### src/decodePkg.sv
`default_nettype none

package decodePkg;

    typedef enum logic [6:0] {
        opLui    = 7'b0110111,
        opAuipc  = 7'b0010111,
        opJal    = 7'b1101111,
        opJalr   = 7'b1100111,
        opBranch = 7'b1100011,
        opLoad   = 7'b0000011,
        opStore  = 7'b0100011,
        opOpImm  = 7'b0010011,
        opOp     = 7'b0110011,
        opOpImmW = 7'b0011011,
        opOpW    = 7'b0111011,
        opSystem = 7'b1110011
    } opcodeE;

    // integer ALU funct3
    localparam logic [2:0] f3AddSub = 3'b000;
    localparam logic [2:0] f3Sll    = 3'b001;
    localparam logic [2:0] f3Slt    = 3'b010;
    localparam logic [2:0] f3Sltu   = 3'b011;
    localparam logic [2:0] f3Xor    = 3'b100;
    localparam logic [2:0] f3SrlSra = 3'b101;
    localparam logic [2:0] f3Or     = 3'b110;
    localparam logic [2:0] f3And    = 3'b111;
    localparam logic [2:0] f3Mul    = 3'b000;

    // load/store funct3, stores use the first four
    localparam logic [2:0] f3Byte   = 3'b000;
    localparam logic [2:0] f3Half   = 3'b001;
    localparam logic [2:0] f3Word   = 3'b010;
    localparam logic [2:0] f3Dword  = 3'b011;
    localparam logic [2:0] f3ByteU  = 3'b100;
    localparam logic [2:0] f3HalfU  = 3'b101;
    localparam logic [2:0] f3WordU  = 3'b110;

    localparam logic [2:0] f3Beq    = 3'b000;
    localparam logic [2:0] f3Bne    = 3'b001;
    localparam logic [2:0] f3Blt    = 3'b100;
    localparam logic [2:0] f3Bge    = 3'b101;
    localparam logic [2:0] f3Bltu   = 3'b110;
    localparam logic [2:0] f3Bgeu   = 3'b111;

    localparam logic [2:0] f3Priv   = 3'b000;
    localparam logic [2:0] f3Csrrw  = 3'b001;
    localparam logic [2:0] f3Csrrs  = 3'b010;
    localparam logic [2:0] f3Csrrc  = 3'b011;
    localparam logic [2:0] f3Csrrwi = 3'b101;
    localparam logic [2:0] f3Csrrsi = 3'b110;
    localparam logic [2:0] f3Csrrci = 3'b111;

    localparam logic [6:0] f7Base   = 7'b0000000;
    localparam logic [6:0] f7Alt    = 7'b0100000;
    localparam logic [6:0] f7MulDiv = 7'b0000001;
    // rv64 immediate shifts keep bit 25 for shamt
    localparam logic [5:0] f6Logic  = 6'b000000;
    localparam logic [5:0] f6Arith  = 6'b010000;

    // instr[31:7] of the privileged forms
    localparam logic [24:0] f25Ecall = 25'h0000000;
    localparam logic [24:0] f25Mret  = 25'h0604000;

    typedef enum logic [2:0] {
        immNone, immI, immS, immB, immU, immJ, immCsr
    } immSelE;

    typedef enum logic [4:0] {
        aluAdd, aluSub, aluAnd, aluOr, aluXor, aluA, aluB,
        aluSll, aluSrl, aluSra, aluSllw, aluSrlw, aluSraw,
        aluAddw, aluSubw, aluNextPc, aluRevAnd, aluAndRev
    } aluOpE;

    typedef enum logic [1:0] {
        msize1, msize2, msize4, msize8
    } memSizeE;

    typedef struct packed {
        logic [6:0] funct7;
        logic [4:0] rs2;
        logic [4:0] rs1;
        logic [2:0] funct3;
        logic [4:0] rd;
        logic [6:0] opcode;
    } rTypeT;

    typedef struct packed {
        logic [11:0] imm;
        logic [4:0]  rs1;
        logic [2:0]  funct3;
        logic [4:0]  rd;
        logic [6:0]  opcode;
    } iTypeT;

    typedef union packed {
        rTypeT r;
        iTypeT i;
    } instrWordU;

    typedef struct packed {
        logic illegal;
        logic ecall;
        logic mret;
        logic misalign;
    } excFlagsT;

    typedef struct packed {
        immSelE      immSel;
        aluOpE       aluOp;
        logic        aSel;
        logic        bSel;
        logic        regWrite;
        logic        wbSel;
        logic [4:0]  rd;
        logic        rs1En;
        logic        rs2En;
        logic        memRead;
        logic        memWrite;
        memSizeE     memSize;
        logic        memUnsigned;
        logic        eqEn;
        logic        eqSel;
        logic        ltEn;
        logic        ltSel;
        logic        brUnsigned;
        logic        sltEn;
        logic        jalr;
        logic [1:0]  mulOp;
        logic [3:0]  divOp;
        logic [11:0] csrAddr;
        logic        csrRs1;
        logic        csrImm;
        logic        isSystem;
        excFlagsT    exc;
    } ctrlWordT;

endpackage

`default_nettype wire

### src/aluOpDecode.sv
`default_nettype none
`timescale 1ns/10ps

module aluOpDecode
    import decodePkg::*;
(
    input  instrWordU instr,
    output ctrlWordT  ctrl,
    output logic      claim
);

    logic [5:0] funct6;
    logic       isWord;
    logic       illegalOp;

    assign funct6 = instr.r.funct7[6:1];
    assign isWord = (instr.r.opcode == opOpW);

    always_comb begin
        ctrl = '0;
        claim = 1'b0;
        illegalOp = 1'b0;
        case (instr.r.opcode)
            opLui: begin
                claim = 1'b1;
                ctrl.immSel = immU;
                ctrl.bSel = 1'b1;
                ctrl.aluOp = aluB;
            end
            opAuipc: begin
                claim = 1'b1;
                ctrl.immSel = immU;
                ctrl.aSel = 1'b1;
                ctrl.bSel = 1'b1;
                ctrl.aluOp = aluAdd;
            end
            opOpImm: begin
                claim = 1'b1;
                ctrl.immSel = immI;
                ctrl.bSel = 1'b1;
                ctrl.rs1En = 1'b1;
                case (instr.i.funct3)
                    f3AddSub: ctrl.aluOp = aluAdd;
                    f3Sll: begin
                        ctrl.aluOp = aluSll;
                        illegalOp = (funct6 != f6Logic);
                    end
                    f3Slt: begin
                        ctrl.aluOp = aluB;
                        ctrl.sltEn = 1'b1;
                    end
                    f3Sltu: begin
                        ctrl.aluOp = aluB;
                        ctrl.sltEn = 1'b1;
                        ctrl.brUnsigned = 1'b1;
                    end
                    f3Xor: ctrl.aluOp = aluXor;
                    f3SrlSra: begin
                        if (funct6 == f6Logic)
                            ctrl.aluOp = aluSrl;
                        else if (funct6 == f6Arith)
                            ctrl.aluOp = aluSra;
                        else
                            illegalOp = 1'b1;
                    end
                    f3Or: ctrl.aluOp = aluOr;
                    f3And: ctrl.aluOp = aluAnd;
                endcase
            end
            opOpImmW: begin
                claim = 1'b1;
                ctrl.immSel = immI;
                ctrl.bSel = 1'b1;
                ctrl.rs1En = 1'b1;
                case (instr.i.funct3)
                    f3AddSub: ctrl.aluOp = aluAddw;
                    f3Sll: begin
                        ctrl.aluOp = aluSllw;
                        illegalOp = (instr.r.funct7 != f7Base);
                    end
                    f3SrlSra: begin
                        if (instr.r.funct7 == f7Base)
                            ctrl.aluOp = aluSrlw;
                        else if (instr.r.funct7 == f7Alt)
                            ctrl.aluOp = aluSraw;
                        else
                            illegalOp = 1'b1;
                    end
                    default: illegalOp = 1'b1;
                endcase
            end
            opOp, opOpW: begin
                claim = 1'b1;
                ctrl.rs1En = 1'b1;
                ctrl.rs2En = 1'b1;
                case (instr.r.funct7)
                    f7Base: begin
                        case (instr.r.funct3)
                            f3AddSub: ctrl.aluOp = isWord ? aluAddw : aluAdd;
                            f3Sll: ctrl.aluOp = isWord ? aluSllw : aluSll;
                            f3SrlSra: ctrl.aluOp = isWord ? aluSrlw : aluSrl;
                            f3Slt, f3Sltu: begin
                                ctrl.aluOp = aluB;
                                ctrl.sltEn = 1'b1;
                                ctrl.brUnsigned = instr.r.funct3[0];
                                illegalOp = isWord;
                            end
                            f3Xor: ctrl.aluOp = aluXor;
                            f3Or: ctrl.aluOp = aluOr;
                            f3And: ctrl.aluOp = aluAnd;
                        endcase
                        // word forms only exist for add, sll and srl
                        if (isWord && instr.r.funct3[2] && instr.r.funct3 != f3SrlSra)
                            illegalOp = 1'b1;
                    end
                    f7Alt: begin
                        if (instr.r.funct3 == f3AddSub)
                            ctrl.aluOp = isWord ? aluSubw : aluSub;
                        else if (instr.r.funct3 == f3SrlSra)
                            ctrl.aluOp = isWord ? aluSraw : aluSra;
                        else
                            illegalOp = 1'b1;
                    end
                    f7MulDiv: begin
                        // div code is word, enable, rem, unsigned
                        if (instr.r.funct3 == f3Mul)
                            ctrl.mulOp = {isWord, 1'b1};
                        else if (instr.r.funct3[2])
                            ctrl.divOp = {isWord, 1'b1, instr.r.funct3[1:0]};
                        else
                            illegalOp = 1'b1;
                    end
                    default: illegalOp = 1'b1;
                endcase
            end
            default: claim = 1'b0;
        endcase
        if (claim) begin
            ctrl.regWrite = 1'b1;
            ctrl.wbSel = 1'b1;
            ctrl.rd = instr.r.rd;
        end
        ctrl.exc.illegal = illegalOp;
        ctrl.isSystem = illegalOp;
    end

endmodule

`default_nettype wire

### src/instrDecoder.sv
`default_nettype none
`timescale 1ns/10ps

module instrDecoder
    import decodePkg::*;
(
    input  logic      clk,
    input  logic      rstN,
    input  instrWordU instrIn,
    input  logic      misalignIn,
    input  logic      inValid,
    output logic      inReady,
    output ctrlWordT  ctrlOut,
    output logic      outValid,
    input  logic      outReady
);

    ctrlWordT aluCtrl;
    ctrlWordT memCtrl;
    ctrlWordT sysCtrl;
    ctrlWordT ctrlNext;
    logic     aluClaim;
    logic     memClaim;
    logic     sysClaim;
    logic     accept;

    aluOpDecode uAluOpDecode (
        .instr (instrIn),
        .ctrl  (aluCtrl),
        .claim (aluClaim)
    );

    memBranchDecode uMemBranchDecode (
        .instr (instrIn),
        .ctrl  (memCtrl),
        .claim (memClaim)
    );

    systemDecode uSystemDecode (
        .instr (instrIn),
        .ctrl  (sysCtrl),
        .claim (sysClaim)
    );

    // claims are disjoint, each decoder owns its own opcodes
    always_comb begin
        ctrlNext = '0;
        if (aluClaim) begin
            ctrlNext = aluCtrl;
        end else if (memClaim) begin
            ctrlNext = memCtrl;
        end else if (sysClaim) begin
            ctrlNext = sysCtrl;
        end else begin
            ctrlNext.exc.illegal = 1'b1;
            ctrlNext.isSystem = 1'b1;
        end
        // zero word is a bubble
        if (instrIn == '0)
            ctrlNext = '0;
        if (misalignIn) begin
            ctrlNext.exc.misalign = 1'b1;
            ctrlNext.isSystem = 1'b1;
        end
    end

    assign inReady = !outValid || outReady;
    assign accept = inValid && inReady;

    always_ff @(posedge clk or negedge rstN) begin
        if (!rstN)
            outValid <= 1'b0;
        else if (accept)
            outValid <= 1'b1;
        else if (outReady)
            outValid <= 1'b0;
    end

    always_ff @(posedge clk) begin
        if (accept)
            ctrlOut <= ctrlNext;
    end

endmodule

`default_nettype wire

### src/memBranchDecode.sv
`default_nettype none
`timescale 1ns/10ps

module memBranchDecode
    import decodePkg::*;
(
    input  instrWordU instr,
    output ctrlWordT  ctrl,
    output logic      claim
);

    logic illegalOp;

    always_comb begin
        ctrl = '0;
        claim = 1'b0;
        illegalOp = 1'b0;
        case (instr.r.opcode)
            opLoad: begin
                claim = 1'b1;
                ctrl.immSel = immI;
                ctrl.bSel = 1'b1;
                ctrl.aluOp = aluAdd;
                ctrl.regWrite = 1'b1;
                ctrl.rd = instr.i.rd;
                ctrl.rs1En = 1'b1;
                ctrl.memRead = 1'b1;
                ctrl.memUnsigned = instr.i.funct3[2];
                case (instr.i.funct3)
                    f3Byte, f3ByteU: ctrl.memSize = msize1;
                    f3Half, f3HalfU: ctrl.memSize = msize2;
                    f3Word, f3WordU: ctrl.memSize = msize4;
                    f3Dword: ctrl.memSize = msize8;
                    default: illegalOp = 1'b1;
                endcase
            end
            opStore: begin
                claim = 1'b1;
                ctrl.immSel = immS;
                ctrl.bSel = 1'b1;
                ctrl.aluOp = aluAdd;
                ctrl.rs1En = 1'b1;
                ctrl.rs2En = 1'b1;
                ctrl.memWrite = 1'b1;
                case (instr.r.funct3)
                    f3Byte: ctrl.memSize = msize1;
                    f3Half: ctrl.memSize = msize2;
                    f3Word: ctrl.memSize = msize4;
                    f3Dword: ctrl.memSize = msize8;
                    default: illegalOp = 1'b1;
                endcase
            end
            opBranch: begin
                claim = 1'b1;
                ctrl.immSel = immB;
                ctrl.aSel = 1'b1;
                ctrl.bSel = 1'b1;
                ctrl.rs1En = 1'b1;
                ctrl.rs2En = 1'b1;
                // sel picks the taken sense: equal or less-than
                case (instr.r.funct3)
                    f3Beq, f3Bne: begin
                        ctrl.eqEn = 1'b1;
                        ctrl.eqSel = (instr.r.funct3 == f3Beq);
                    end
                    f3Blt, f3Bge, f3Bltu, f3Bgeu: begin
                        ctrl.ltEn = 1'b1;
                        ctrl.ltSel = (instr.r.funct3 == f3Blt) || (instr.r.funct3 == f3Bltu);
                        ctrl.brUnsigned = (instr.r.funct3 == f3Bltu) || (instr.r.funct3 == f3Bgeu);
                    end
                    default: illegalOp = 1'b1;
                endcase
            end
            opJal, opJalr: begin
                claim = 1'b1;
                ctrl.immSel = (instr.r.opcode == opJalr) ? immI : immJ;
                ctrl.jalr = (instr.r.opcode == opJalr);
                ctrl.rs1En = (instr.r.opcode == opJalr);
                ctrl.aSel = 1'b1;
                ctrl.aluOp = aluNextPc;
                ctrl.regWrite = 1'b1;
                ctrl.wbSel = 1'b1;
                ctrl.rd = instr.r.rd;
            end
            default: claim = 1'b0;
        endcase
        ctrl.exc.illegal = illegalOp;
        ctrl.isSystem = illegalOp;
    end

endmodule

`default_nettype wire

### src/systemDecode.sv
`default_nettype none
`timescale 1ns/10ps

module systemDecode
    import decodePkg::*;
(
    input  instrWordU instr,
    output ctrlWordT  ctrl,
    output logic      claim
);

    logic [24:0] funct25;

    assign funct25 = {instr.i.imm, instr.i.rs1, instr.i.funct3, instr.i.rd};

    always_comb begin
        ctrl = '0;
        claim = (instr.i.opcode == opSystem);
        if (claim) begin
            ctrl.isSystem = 1'b1;
            ctrl.csrAddr = instr.i.imm;
            case (instr.i.funct3)
                f3Priv: begin
                    ctrl.exc.ecall = (funct25 == f25Ecall);
                    ctrl.exc.mret = (funct25 == f25Mret);
                    ctrl.exc.illegal = (funct25 != f25Ecall) && (funct25 != f25Mret);
                end
                f3Csrrw, f3Csrrs, f3Csrrc: begin
                    ctrl.csrRs1 = 1'b1;
                    ctrl.rs1En = 1'b1;
                end
                f3Csrrwi, f3Csrrsi, f3Csrrci: begin
                    ctrl.csrImm = 1'b1;
                    ctrl.immSel = immCsr;
                    ctrl.bSel = 1'b1;
                end
                default: ctrl.exc.illegal = 1'b1;
            endcase
            case (instr.i.funct3)
                f3Csrrw: ctrl.aluOp = aluA;
                f3Csrrwi: ctrl.aluOp = aluB;
                f3Csrrs, f3Csrrsi: ctrl.aluOp = aluOr;
                f3Csrrc: ctrl.aluOp = aluRevAnd;
                f3Csrrci: ctrl.aluOp = aluAndRev;
                default: ctrl.aluOp = aluAdd;
            endcase
            // old csr value goes to rd
            if (ctrl.csrRs1 || ctrl.csrImm) begin
                ctrl.regWrite = 1'b1;
                ctrl.wbSel = 1'b1;
                ctrl.rd = instr.i.rd;
            end
        end
    end

endmodule

`default_nettype wire
### config.mk
export PLATFORM = sky130hd
export DESIGN_NAME = instrDecoder
export DESIGN_NICKNAME = d
export VERILOG_FILES = /design/src/decodePkg.sv /design/src/aluOpDecode.sv /design/src/instrDecoder.sv /design/src/memBranchDecode.sv /design/src/systemDecode.sv
export SDC_FILE = /design/constraint.sdc
export NUM_CORES = 1
export LEC_CHECK = 0
export ABC_AREA = 1
export BUFFER_PORTS_ARGS = -buffer_cell sky130_fd_sc_hd__buf_2
export CAP_MARGIN = 10
export CORE_MARGIN = 3
export CORE_UTILIZATION = 30
export CTS_CLUSTER_DIAMETER = 80
export DETAILED_ROUTE_END_ITERATION = 12
export SYNTH_ARGS = -nofsm -noshare
export SYNTH_HDL_FRONTEND = slang
export SYNTH_SLANG_ARGS = --single-unit
### constraint.sdc
create_clock -name clk -period 4.3 [get_ports clk]
set_clock_uncertainty 0.05 [all_clocks]
set_input_delay 0.43 -clock clk [delete_from_list [all_inputs] [get_ports clk]]
set_output_delay 0.43 -clock clk [all_outputs]
set_load 0.02 [all_outputs]
* Word level (Yosys, flattened, before mapping) *
Cells that the tools add are included.
Widths: inputs -> output; s select.

word-level totals
  word-level logic and storage cells = 190
  register bits after elaboration = 57
  input bits = 37

operators by class
  reductions and logical operators = 44
  bitwise gates (word level) = 2
  equality and inequality tests = 25
  mux-type cells = 88

operators with widths
  cell                  count
  $mux 56               2
  $pmux 5 s7            2
  $mux 51               1
  $mux 1                37
  $eq 7x6->1 const B    5
  $mux 5                7
  $logic_not 32->1      1
  $mux 4                8
  $eq 7x7->1 const B    4
  $eq 25x23->1 const B  1
  $logic_not 25->1      1
  $ne 25x23->1 const B  1
  $pmux 5 s5            1
  $reduce_bool 25->1    1
  $eq 7x5->1 const B    3
  $pmux 5 s4            1
  $reduce_or 2->1       10
  $reduce_or 4->1       5
  $reduce_or 6->1       3
  $mux 3                5
  $pmux 5 s3            1
  $reduce_or 3->1       5
  $eq 3x3->1 const B    4
  $mux 2                6
  other kinds (27)      44

* Logic depth before layout (Yosys ltp) *
  depth after elaboration = 10
  gate-level depth with buffers = 12
  depth with buffers taken out = 12

* By module *
A second synthesis with hierarchy kept.

unflattened totals
  cells, all modules = 834
  area, all modules = 5519.0 µm²

by module, submodules not included
  module           times used  area an instance (µm²)  cells each
  instrDecoder     1           3261.9                  410
  aluOpDecode      1           1056.0                  207
  systemDecode     1           626.9                   118
  memBranchDecode  1           574.3                   99

* Worst setup path before layout *
Ideal clock, no wire load.

  path type = register -> register
  start point = register outValid
  end point = register ctrlOut[0] (netlist bit), enable pin
  stages on the path, launching flop included = 2
  path buffers = 0
  arrival time = 3.241 ns
  path slack = 0.520 ns
  clock period less this slack = 3.780 ns
  required time = 3.762 ns
  path through = dfrtp_1 -> a21oi_1

on the way
  word-level cells in the longest chain between the ends = 3

ends and longest elaborated chain
  item                    RTL line            text
  from (decl)             instrDecoder.sv:14  output logic outValid,
  from (signal assigned)  instrDecoder.sv:72  outValid <= 1'b0;
  from (signal assigned)  instrDecoder.sv:74  outValid <= 1'b1;
  from (signal assigned)  instrDecoder.sv:76  outValid <= 1'b0;
  $logic_not 1->1         instrDecoder.sv:67  assign inReady = !outValid || outReady;
  $logic_or 1x1->1        instrDecoder.sv:67
  $logic_and 1x1->1       instrDecoder.sv:68  assign accept = inValid && inReady;
  via accept              instrDecoder.sv:25  logic accept;
  to (signal assigned)    instrDecoder.sv:81  ctrlOut <= ctrlNext;
  to (decl)               instrDecoder.sv:13  output ctrlWordT ctrlOut,

The timed path passes the listed nets, and every way through them passes these cells.
A chain may end at the register's enable or synchronous reset.

* Final worst setup path *
  start point = input instrIn[13] (netlist bit)
  end point = register ctrlOut[3] (netlist bit), data pin

on the way
  word-level cells in the longest chain between the ends = 7

ends and longest elaborated chain
  item                       RTL line            text
  from (decl)                instrDecoder.sv:9   input instrWordU instrIn,
  $eq 3x2->1                 --
  $reduce_or 2->1 (no line)  --
  $mux 1                     aluOpDecode.sv:98   case (instr.r.funct3)
  $mux 1                     aluOpDecode.sv:113  if (isWord && instr.r.funct3[2] && instr.r.funct3 != f3SrlSra)
  $pmux 1 s3                 aluOpDecode.sv:96   case (instr.r.funct7)
  $pmux 1 s3                 aluOpDecode.sv:23   case (instr.r.opcode)
  $mux 56                    instrDecoder.sv:48  if (aluClaim) begin

Parallel ways exist; a longest one is shown, timed or not.

==> impl_metrics.tcl <==
set metrics [dict create \
    detailed_place_hpwl_um 6750 \
    startpoint "instrIn[13]" \
    power_density_nw_per_um2 315 \
    areaGrowthSynthToFinish_pct 26.2 \
    vdd_ir_drop_max_uv 123 \
    globalplace.congestion 0.872 \
    wl_um 8770 \
    grt_max_degree 57 \
    rows 36 \
    latest_clock_arrival_within_the_worst_skew_pair_ns 0.34 \
    synthesis.area_per_instance_sq_um 8.87 \
    synth_flop_cell "edfxtp_1" \
    route.detailed.drc 0 \
    clk_pin_slew_ns 0.07 \
    htreeDepth 3 \
    drv_cap 0 \
    dominant_cell_type_by_area_after_synthesis "edfxtp_1" \
    outcome "completed" \
    post-cts-setup-buffers 0 \
    port_buffers 94 \
    synth.area.top_cells "edfxtp_1 (55%), nor2_1 (9.2%), nand2_1 (7.0%), inv_1 (5.5%), nand3_1 (4.2%)" \
    synth_top_area_frac 0.548 \
    reg2reg_from "outValid" \
    layout_worst_path_cycle_share 0.409 \
    syn_nets 383 \
    fp.dieH_um 107 \
    cts_inserted_buffers 9 \
    setup_viol 0 \
    drt.antenna.violating_nets 0 \
    first_global_vias 2689 \
    pwr_total_w 0.00122 \
    place_area_sq_um 3710 \
    crit_required_ns 4.36 \
    path_class "in2reg" \
    diodes 0 \
    cp_max_fo 8 \
    post_drt_wl_per_cell_um 14.9 \
    max_clock_freq_mhz 569 \
    final.setup.tns_ns 0 \
    start_util 0.311 \
    clockBufferDepth 2 \
    fp.dieArea_sq_um 11500 \
    floorplan.die.width_um 107 \
    final_cell_mix "buf_2 (94), nor2_1 (75), nand2_1 (57)" \
    edff_count_synth 56 \
    min_from "misalignIn" \
    synth_async_sr_flop_share 0.0175 \
    maxSlewViolCount 0 \
    synth.distinct_cells 33 \
    worst_setup_start_kind "input port" \
    final.min_clock_period_ns 1.76 \
    slew_headroom 0.525 \
    drt_pre_antenna_iters 4 \
    number_of_antenna_violations_at_the_first_check_in_global_routing 0 \
    synth-seq-area-share 0.556 \
    ios 95 \
    setup.worst_path.end_class "register" \
    num_vias 2753 \
    layout-drive-gt1-share 0.321 \
    global_route.usage.total 0.160 \
    synth_area_sq_um 3070 \
    cts_tree "yes" \
    cts.sinks 57 \
    global_route.overflow_total 0 \
    tightest_slew_ns 0.712 \
    rsz_0062_raised_after_global_routing "no" \
    syn-instance-count 346 \
    design.core.area_sq_um 9860 \
    most_frequent_standard_cell_in_the_layout_excluding_fill_and_tap_cells "buf_2" \
    min_path_type "in2reg" \
    yosys_warnings 0 \
    wire_length_of_the_first_global_routing_pass_um 13800 \
    final_cell_area_sq_um 3870 \
    fin_nets 487 \
    cts-root-buf "clkbuf_8" \
    vias_per_instance 4.68 \
    p_leak_nw 1.78 \
    flops_latches_synth 57 \
    finalHoldViolations 0 \
    drt_iter0_markers 181 \
    cp.arrival_ns 1.82 \
]
==> sequential cells by signal, summed over array words and instances, names as in the netlist <==
name and count:
ctrlOut 56, outValid 1
==> critical path, cell delays in order <==
cell	delay [ns]
buf_2	0.14
inv_2	0.17
nand2_4	0.10
nor2_1	0.24
nand4_1	0.22
nor2_1	0.17
nand3_1	0.12
nand3_1	0.10
nand2_1	0.05
inv_1	0.05
nor2_1	0.04
==> stage by stage <==
step | cells | utilization | setup slack (ns) | hold slack (ns)
after CTS | 588 | 0.393 | 2.55 | 0.216
after global placement | 571 | 0.376 | 2.16 | 0.154
after floorplan | 346 | - | 0.520 | 0.0844
after detailed placement | 571 | 0.376 | 2.17 | 0.156
after global routing | 588 | 0.393 | 2.39 | 0.221
final | 588 | 0.393 | 2.54 | 0.230
==> synth_stat cells (all sizes together) (3+ instances only) <==
| cell type | number |
|---|---|
| nand3 | 27 |
| nor3 | 8 |
| inv | 54 |
| a21oi | 9 |
| nand2 | 66 |
| nor4 | 3 |
| nor2 | 88 |
| edfxtp | 56 |
| o21ai | 14 |
| nand3b | 4 |
| nand4 | 5 |
==> path summary, 6_finish.rpt <==
kind                       slack (ns)     endpoint  depth (start not counted)
hold reg to reg                  0.52     outValid                          2
setup reg to reg                 2.71  ctrlOut[29]                          2
hold / removal                   0.23   ctrlOut[0]                          1
min in group asynchronous        0.33     outValid                          2
setup / recovery                 2.54   ctrlOut[3]                         11
max in group asynchronous        3.79     outValid                          2
==> kinds of logic (layout without fill, tap and decap cells) <==
family          count (synthesis)  after routing  synth area share
compound gates                 29             29            0.0563
flops                          57             57             0.556
simple gates                  202            202             0.315
buf+inv                        58            167            0.0730
==> power by group <==
part	total (W)	switching [W]	internal (W)
Combinational	0.000161	0.000114	0.0000468
Sequential	0.000641	0.00000586	0.000635
Clock	0.000416	0.000214	0.000202
==> routing by layer <==
layer,vias up,track usage,part of all wire
met5,-,0,0
met4,0,0.0731,0.024
met3,15,0.0373,0.063
met2,100,0.255,0.46
met1,1286,0.205,0.46
li1,1352,-,-
==> final cells by class <==
| cell class | count | area, sq um |
|---|---|---|
| clock buffers | 11 | 131 |
| clock inverters | 5 | 22.5 |
| fillers | 1046 | 5990 |
| inverters | 55 | 208 |
| multi-input cells | 231 | 1150 |
| flip-flops and latches | 57 | 1710 |
| well taps | 133 | 166 |
| repair buffers | 96 | 488 |
==> repair_timing <==
action	in CTS	in global routing
setup endpoints to repair	0	0
hold endpoints to repair	1	0
resized for setup	0	0
hold buffers	1	0
(Power assumes the default switching activity.)
